File: src/multiboot_pkg.sv
package multiboot_pkg;

    // Packet slots in one boot request
    localparam int NUM_SLOTS = 10;
    localparam int SLOT_W = $clog2(NUM_SLOTS);
    localparam logic [SLOT_W-1:0] LAST_SLOT = SLOT_W'(NUM_SLOTS - 1);

    // Configuration packet words
    localparam logic [31:0] DUMMY_WORD       = 32'hFFFF_FFFF;
    localparam logic [31:0] SYNC_WORD        = 32'hAA99_5566;
    localparam logic [31:0] NOOP_WORD        = 32'h2000_0000;
    localparam logic [31:0] IDCODE_READ_HDR  = 32'h2801_8001;
    localparam logic [31:0] WBSTAR_WRITE_HDR = 32'h3002_0001;
    localparam logic [31:0] CMD_WRITE_HDR    = 32'h3000_8001;
    localparam logic [31:0] IPROG_CMD        = 32'h0000_000F;

    // Header type field of a type-1 packet
    localparam logic [2:0] TYPE1_HDR = 3'b001;

    // Device ID field inside the IDCODE word
    localparam int ID_FIELD_MSB = 20;
    localparam int ID_FIELD_LSB = 12;

    // Family whose flash wants the byte-doubled address
    localparam logic [8:0] DOUBLE_ADDR_ID = 9'h051;

    typedef enum logic [1:0] {
        KIND_IDLE    = 2'd0,
        KIND_WRITE   = 2'd1,
        KIND_ADDRESS = 2'd2
    } word_kind_t;

    typedef enum logic [1:0] {
        OP_NOP   = 2'b00,
        OP_READ  = 2'b01,
        OP_WRITE = 2'b10
    } op_t;

    typedef struct packed {
        logic [2:0]  hdr_type;
        op_t         opcode;
        logic [13:0] reg_addr;
        logic [1:0]  reserved;
        logic [10:0] word_count;
    } type1_hdr_t;

    // Same word seen as a type-1 header or as plain data
    typedef union packed {
        type1_hdr_t  hdr;
        logic [31:0] raw;
    } cfg_packet_t;

endpackage

File: src/cfg_word_if.sv
interface cfg_word_if;

    // Handshake
    logic valid;
    logic ready;

    // Payload of one packet slot
    multiboot_pkg::cfg_packet_t word;
    multiboot_pkg::word_kind_t  kind;
    logic                       last;

    modport source (
        output valid,
        output word,
        output kind,
        output last,
        input  ready
    );

    modport sink (
        input  valid,
        input  word,
        input  kind,
        input  last,
        output ready
    );

endinterface

File: src/boot_sequencer.sv
module boot_sequencer (
    input  logic       clk,
    input  logic       reset,
    input  logic       boot_valid,
    output logic       boot_ready,
    input  logic       done,
    cfg_word_if.source words
);

    logic [multiboot_pkg::SLOT_W-1:0] slot;
    logic                             active;
    logic                             wait_done;
    logic                             accept;
    logic                             last_slot;
    logic                             xfer;
    multiboot_pkg::cfg_packet_t       slot_word;
    multiboot_pkg::word_kind_t        slot_kind;

    // Ready comes back together with the done pulse
    assign boot_ready = !active && (!wait_done || done);
    assign accept     = boot_valid && boot_ready;
    assign last_slot  = (slot == multiboot_pkg::LAST_SLOT);
    assign xfer       = words.valid && words.ready;

    always_ff @(posedge clk) begin
        if (reset) begin
            active    <= 1'b0;
            wait_done <= 1'b0;
            slot      <= '0;
        end else if (accept) begin
            active    <= 1'b1;
            wait_done <= 1'b0;
            slot      <= '0;
        end else if (xfer) begin
            if (last_slot) begin
                active    <= 1'b0;
                wait_done <= 1'b1;
            end else begin
                slot <= slot + 1'b1;
            end
        end else if (wait_done && done) begin
            wait_done <= 1'b0;
        end
    end

    // Packet table
    always_comb begin
        slot_kind = multiboot_pkg::KIND_WRITE;
        case (slot)
            4'd0: begin
                slot_word.raw = multiboot_pkg::DUMMY_WORD;
                slot_kind     = multiboot_pkg::KIND_IDLE;
            end
            4'd1: slot_word.raw = multiboot_pkg::SYNC_WORD;
            4'd3: slot_word.raw = multiboot_pkg::IDCODE_READ_HDR;
            4'd5: slot_word.raw = multiboot_pkg::WBSTAR_WRITE_HDR;
            4'd6: begin
                // Filled in by the driver from the resolver
                slot_word.raw = '0;
                slot_kind     = multiboot_pkg::KIND_ADDRESS;
            end
            4'd7: slot_word.raw = multiboot_pkg::CMD_WRITE_HDR;
            4'd8: slot_word.raw = multiboot_pkg::IPROG_CMD;
            default: slot_word.raw = multiboot_pkg::NOOP_WORD;
        endcase
    end

    assign words.valid = active;
    assign words.word  = slot_word;
    assign words.kind  = slot_kind;
    assign words.last  = active && last_slot;

    // A stalled slot keeps its word until the driver takes it
    assert property (@(posedge clk) disable iff (reset)
        words.valid && !words.ready |=>
            words.valid && $stable(words.word) && $stable(words.kind));

    // No second request until the driver has finished the first
    assert property (@(posedge clk) disable iff (reset)
        accept |=> !boot_ready until done);

endmodule

File: src/boot_address_resolver.sv
module boot_address_resolver (
    input  logic        clk,
    input  logic        reset,
    input  logic        boot_valid,
    input  logic        boot_ready,
    input  logic [31:0] boot_addr,
    input  logic [8:0]  id_code,
    input  logic        id_valid,
    output logic [31:0] wbstar_word,
    output logic        wbstar_valid
);

    logic [31:0] addr_q;
    logic [8:0]  id_q;
    logic        pending;
    logic        accept;
    logic        double_addr;

    // Same acceptance edge as the sequencer
    assign accept = boot_valid && boot_ready;

    // Byte-doubled address for the one family that needs it
    assign double_addr = (id_q == multiboot_pkg::DOUBLE_ADDR_ID);
    assign wbstar_word = double_addr ? {8'h00, addr_q[30:7]}
                                     : {8'h00, addr_q[31:8]};

    always_ff @(posedge clk) begin
        if (accept) begin
            addr_q <= boot_addr;
        end
        if (id_valid) begin
            id_q <= id_code;
        end
    end

    always_ff @(posedge clk) begin
        if (reset) begin
            pending      <= 1'b0;
            wbstar_valid <= 1'b0;
        end else if (accept) begin
            pending      <= 1'b1;
            wbstar_valid <= 1'b0;
        end else if (id_valid) begin
            pending      <= 1'b0;
            wbstar_valid <= 1'b1;
        end
    end

    // The driver reads the ID only inside an accepted request
    assert property (@(posedge clk) disable iff (reset)
        id_valid |-> pending);

endmodule

File: src/icap_driver.sv
module icap_driver (
    input  logic        clk,
    input  logic        reset,
    cfg_word_if.sink    words,
    input  logic [31:0] wbstar_word,
    input  logic        wbstar_valid,
    output logic [8:0]  id_code,
    output logic        id_valid,
    output logic        done,
    output logic        icap_csib,
    output logic        icap_rdwrb,
    output logic [31:0] icap_i,
    input  logic [31:0] icap_o
);

    logic        xfer;
    logic        is_read_hdr;
    logic        addr_stall;
    logic        rd_noop;
    logic        rd_issue;
    logic        rd_wait;
    logic        read_seen;
    logic        stage_full;
    logic        stage_csib;
    logic        stage_rdwrb;
    logic        stage_last;
    logic [31:0] stage_word;
    logic        out_last;

    // The port expects each byte with its bit order flipped
    function automatic logic [31:0] reverse_bytes(input logic [31:0] w);
        logic [31:0] r;
        for (int b = 0; b < 4; b++) begin
            for (int k = 0; k < 8; k++) begin
                r[8*b + k] = w[8*b + 7 - k];
            end
        end
        return r;
    endfunction

    assign xfer = words.valid && words.ready;

    // Type-1 read header, the dummy and sync words do not count
    assign is_read_hdr = (words.kind == multiboot_pkg::KIND_WRITE)
        && (words.word.hdr.hdr_type == multiboot_pkg::TYPE1_HDR)
        && (words.word.hdr.opcode == multiboot_pkg::OP_READ);

    assign addr_stall  = (words.kind == multiboot_pkg::KIND_ADDRESS) && !wbstar_valid;
    assign words.ready = !rd_issue && !rd_wait && !addr_stall;

    // Read scheduling: one more word after the header, then the read slot
    always_ff @(posedge clk) begin
        if (reset) begin
            rd_noop  <= 1'b0;
            rd_issue <= 1'b0;
            rd_wait  <= 1'b0;
        end else begin
            rd_issue <= xfer && rd_noop;
            if (xfer) begin
                rd_noop <= is_read_hdr && !rd_noop;
            end
            if (rd_issue) begin
                rd_wait <= 1'b1;
            end else if (icap_rdwrb) begin
                rd_wait <= 1'b0;
            end
        end
    end

    // Staging register
    always_ff @(posedge clk) begin
        if (reset) begin
            stage_full  <= 1'b0;
            stage_csib  <= 1'b1;
            stage_rdwrb <= 1'b0;
            stage_last  <= 1'b0;
        end else if (xfer) begin
            stage_full  <= 1'b1;
            stage_csib  <= (words.kind == multiboot_pkg::KIND_IDLE);
            stage_rdwrb <= 1'b0;
            stage_last  <= words.last;
        end else if (rd_issue) begin
            stage_full  <= 1'b1;
            stage_csib  <= 1'b0;
            stage_rdwrb <= 1'b1;
            stage_last  <= 1'b0;
        end else begin
            // Bubble
            stage_full  <= 1'b0;
            stage_csib  <= 1'b1;
            stage_rdwrb <= 1'b0;
            stage_last  <= 1'b0;
        end
    end

    always_ff @(posedge clk) begin
        if (xfer) begin
            if (words.kind == multiboot_pkg::KIND_ADDRESS) begin
                stage_word <= wbstar_word;
            end else begin
                stage_word <= words.word.raw;
            end
        end else if (rd_issue) begin
            stage_word <= '0;
        end
    end

    // Output register facing the port
    always_ff @(posedge clk) begin
        if (reset) begin
            icap_i     <= '0;
            icap_csib  <= 1'b1;
            icap_rdwrb <= 1'b0;
            out_last   <= 1'b0;
        end else begin
            if (stage_full) begin
                icap_i <= reverse_bytes(stage_word);
            end
            icap_csib  <= stage_csib;
            icap_rdwrb <= stage_rdwrb;
            out_last   <= stage_last;
        end
    end

    // ID is valid at the end of the read port cycle
    always_ff @(posedge clk) begin
        if (icap_rdwrb) begin
            id_code <= icap_o[multiboot_pkg::ID_FIELD_MSB:multiboot_pkg::ID_FIELD_LSB];
        end
    end

    always_ff @(posedge clk) begin
        if (reset) begin
            done      <= 1'b0;
            id_valid  <= 1'b0;
            read_seen <= 1'b0;
        end else begin
            done     <= out_last;
            id_valid <= icap_rdwrb;
            if (icap_rdwrb) begin
                read_seen <= 1'b1;
            end else if (done) begin
                read_seen <= 1'b0;
            end
        end
    end

    // Reads only happen with the port selected
    assert property (@(posedge clk) disable iff (reset)
        icap_rdwrb |-> !icap_csib);

    // Exactly one read cycle between two done pulses
    assert property (@(posedge clk) disable iff (reset)
        icap_rdwrb |-> !read_seen);
    assert property (@(posedge clk) disable iff (reset)
        done |-> read_seen);

endmodule

File: src/multiboot_top.sv
module multiboot_top (
    input  logic        clk,
    input  logic        reset,
    input  logic        boot_valid,
    output logic        boot_ready,
    input  logic [31:0] boot_addr,
    output logic        done,
    output logic [8:0]  id_code,
    output logic        icap_csib,
    output logic        icap_rdwrb,
    output logic [31:0] icap_i,
    input  logic [31:0] icap_o
);

    logic        id_valid;
    logic [31:0] wbstar_word;
    logic        wbstar_valid;

    // Packet stream from sequencer to driver
    cfg_word_if words_if ();

    boot_sequencer u_sequencer (
        .clk        (clk),
        .reset      (reset),
        .boot_valid (boot_valid),
        .boot_ready (boot_ready),
        .done       (done),
        .words      (words_if.source)
    );

    // Shares the request handshake with the sequencer
    boot_address_resolver u_resolver (
        .clk          (clk),
        .reset        (reset),
        .boot_valid   (boot_valid),
        .boot_ready   (boot_ready),
        .boot_addr    (boot_addr),
        .id_code      (id_code),
        .id_valid     (id_valid),
        .wbstar_word  (wbstar_word),
        .wbstar_valid (wbstar_valid)
    );

    icap_driver u_driver (
        .clk          (clk),
        .reset        (reset),
        .words        (words_if.sink),
        .wbstar_word  (wbstar_word),
        .wbstar_valid (wbstar_valid),
        .id_code      (id_code),
        .id_valid     (id_valid),
        .done         (done),
        .icap_csib    (icap_csib),
        .icap_rdwrb   (icap_rdwrb),
        .icap_i       (icap_i),
        .icap_o       (icap_o)
    );

endmodule

File: config.mk
export PLATFORM = sky130hd
export DESIGN_NAME = multiboot_top
export DESIGN_NICKNAME = d
export VERILOG_FILES = /design/src/multiboot_pkg.sv /design/src/cfg_word_if.sv /design/src/boot_sequencer.sv /design/src/boot_address_resolver.sv /design/src/icap_driver.sv /design/src/multiboot_top.sv
export SDC_FILE = /design/constraint.sdc
export NUM_CORES = 1
export LEC_CHECK = 0
export ABC_AREA = 1
export ABC_CLOCK_PERIOD_IN_PS = 3500
export BUFFER_PORTS_ARGS = -buffer_cell sky130_fd_sc_hd__buf_2
export CORE_MARGIN = 1
export CORE_UTILIZATION = 57
export DETAILED_ROUTE_END_ITERATION = 8
export GPL_TIMING_DRIVEN = 0
export PLACE_DENSITY = 0.82
export SLEW_MARGIN = 10
export SYNTH_ARGS = -nofsm -noshare
export SYNTH_HDL_FRONTEND = slang
export SYNTH_SLANG_ARGS = --single-unit
File: constraint.sdc
create_clock -name clk -period 3.5 [get_ports clk]
set_input_delay 0.175 -clock clk [delete_from_list [all_inputs] [get_ports clk]]
set_output_delay 0.175 -clock clk [all_outputs]
set_load 0.005 [all_outputs]
==> run_results.csv <==
group,metric,value,unit
yosys,synth_edf_count,72,
worst_setup_path,crit_chain,"inv_1, ha_1, nand3_4, o21ai_2, buf_6, buf_4, nand2_1",
sta,fin_ws,0.9795,ns
worst_setup_path,slowest_delay,0.79,ns
outcome,status,"finished, final reports clean",
global_routing,grt_max_degree,30,
worst_setup_path,rr_worst_depth,7,
cells_and_area,insertedDiodeCount,0,
worst_setup_path,critPathMaxFanout,29,
placed_design,gp_congestion,0.8825,
cells_and_area,fin_area,6296,sq um
floorplanning,die_x,93.56,um
pwr,p_per_area,586.3,nW/um^2
clock_tree,cts_tree,"built",
worst_setup_path,crit_buf_inv,3,
pwr,p_leak,2.767,nW
floorplanning,io_pins,112,
worst_setup_path,endpoint_kind,"flop",
drt,vias,3809,
clock_tree,cts_num_sinks,120,
cells_and_area,syn_to_final_growth,31.76,%
yosys,synth_top_cell_area_share,45.25,%
sta,fin_crit,2.521,ns
worst_setup_path,path_class,"flop to flop",
job,maxCapViolCount,0,
sta,setup_viol,0,
global_routing,antenna_found_initial,0,
yosys,ys_seq_area_share,65.36,%
floorplanning,rows,33,
clock_tree,clock_path_buffers,2,
yosys,synth_fp_nets,544,
floorplanning,dieArea,8753,sq um
worst_setup_path,worstSetupStartpoint,"u_sequencer.slot[0]",
worst_setup_path,slowest_stage,"nand2_1",
worst_setup_path,critPathRequiredTime,3.63,ns
yosys,async_flop_share,0,%
sta,tns,0,ns
clock_tree,ctsResizeCount,0,
sta,hold_viol,0,
drt,avgRoutedWirePerCell,15.20,um
floorplanning,start_util,58.45,%
yosys,synth.largest_area_cell,"edfxtp_1",
sta,max_freq,396.7,MHz
hold_path,min_path_cells,3,
worst_setup_path,r2r-start,"u_sequencer.slot[0]",
sta,finClkSkew,0.01299,ns
cells_and_area,final_layout_size_suffix_gt1_share,22.38,%
yosys,synth.avg_cell_area,10.10,sq um
drt,drt_iter0_drc,398,
sta,max_slew_margin,28.21,%
yosys,yosysWarnings,0,
placed_design,hpwl,6546,um
drt,wirelength,11030,um
clock_tree,clk_pin_slew,0.06,ns
global_routing,grt_pass1_vias,3677,
sta,slew_violations,0,
sta,period_share,72.02,%
drt,dr.pass1.iters,6,
yosys,yosysUniqueCellTypes,31,
placed_design,place_area,5315,sq um
yosys,synth_top_cells_by_count,"nor2_1 (76), edfxtp_1 (72), nand2_1 (55)",
drt,drcViolationCount,0,
placed_design,place_ws,1.028,ns
yosys,synth_ff_type,"edfxtp_1",
worst_setup_path,start_kind,"flop",
yosys,synth_area_leaders,"edfxtp_1 (45%), dfxtp_1 (20%), nor2_1 (6.0%), nand2_1 (4.3%), inv_1 (4.2%)",
sta,rsz0062_at_grt,"no",
worst_setup_path,path_delay_family,"simple AND/OR/NAND/NOR gates",
global_routing,grt_pass1_wl,17540,um
global_routing,grt-ovfl-total,0,
drt,vias_per_cell,5.247,
sta,tightest_slew,1.074,ns
yosys,syn_area,4778,sq um
floorplanning,die_h,93.56,um
global_routing,grt.total_usage,27.56,%
placed_design,io_buffers,81,
hold_path,min-delay-start,"boot_valid",
yosys,synth_seq_cells,120,
worst_setup_path,critPathArrivalTime,2.65,ns
clock_tree,clk_latency,0.53,ns
hold_path,hold_class,"input port to flop",
clock_tree,cts_root_buf,"clkbuf_8",
floorplanning,core,8175,sq um
drt,ant_nets,0,
clock_tree,htreeDepth,4,
yosys,yosysMostFrequentCell,"nor2_1",
worst_setup_path,cp.depth,7,
pwr,peakVddDrop,430.9,uV
yosys,netlist_instances,473,
clock_tree,cts_buffers,17,
cells_and_area,nNetsFinal,679,
cell usage in the layout, fill, tap and decap left out, types with 2 or more instances in the layout:
cell	count
nand2_1	55
a21oi_1	28
dlygate4sd3_1	35
clkinv_2	3
dfxtp_1	48
nor2_2	5
nor2_1	76
edfxtp_1	72
buf_4	4
clkbuf_8	5
clkbuf_1	16
clkbuf_16	19
inv_1	53
nand3_1	27
nand4_1	23
bufinv_16	2
ha_1	4
o21ai_0	38
buf_2	91
path summary, 6_finish.rpt:
check	end	slack, ns
max	u_driver.stage_word[2]	0.98
min	u_sequencer.words.valid	0.03
min reg2reg	u_driver.out_last	0.41
max reg2reg	u_driver.stage_word[2]	0.98
power breakdown:
part           switching, W  total, W  internal, W  leakage, nW
registers         0.0000290   0.00162      0.00159         1.07
logic              0.000150  0.000259     0.000109         1.38
clock network      0.000602   0.00182      0.00121        0.314
total              0.000781   0.00369      0.00291         2.77
registers in the layout, summed over array words and instances, names as in the netlist, 4 cells and up:
register / flops
u_resolver.addr_q: 25
u_resolver.id_q: 9
u_driver.stage_word: 29
u_driver.id_code: 9
u_sequencer.slot: 4
u_driver.icap_i: 29
repair_timing:
| action | CTS | global route |
|---|---|---|
| hold endpoints to repair | 36 | 0 |
| buffers inserted | 0 | 0 |
| hold buffers | 35 | 0 |
logic make-up (layout without fill, tap and decap cells):
group,after synthesis,count (layout),synth area share (%)
adder cells (fa/ha/maj),4,4,1.047
buffers and inverters,82,230,7.227
AO/OA/AOI/OAI,72,72,7.803
XOR/XNOR,1,1,0.1833
AND/OR/NAND/NOR,194,194,18.38
flip-flops,120,120,65.36
tightest hold or removal path: cells and delay by family:
family | cells | cell delay (ns)
buf+inv | 1 | 0.10
compound gates | 1 | 0.08
simple gates | 1 | 0.14
per-layer routing:
metal	vias up	track usage [%]	wire length, um
met4	0	11.67	196
met3	23	7.805	757
met1	1744	30.93	4310
met5	-	0	0
li1	1862	-	-
met2	180	48.90	5769
area by class of cell:
class | count | area, sq um
Clock buffer | 27 | 555.5
Sequential cell | 120 | 3123
Timing Repair Buffer | 116 | 755.7
Inverter | 54 | 205.2
Clock inverter | 5 | 75.07
Multi-Input combinational cell | 271 | 1310
Tap cell | 105 | 131.4
Buffer | 28 | 140.1
Fill cell | 532 | 1879
per-stage QoR:
stage	hold slack, ns	cells	util (%)	power (W)
global placement	0.3522	659	65.01	0.001853
CTS	0.02063	726	77.01	0.003687
finish	0.03396	726	77.01	0.003691
global route	0.03289	726	77.01	0.003802
detailed placement	0.3537	659	65.01	0.001861
floorplan	0.2527	473	-	0.001773
(Power assumes the default switching activity.)
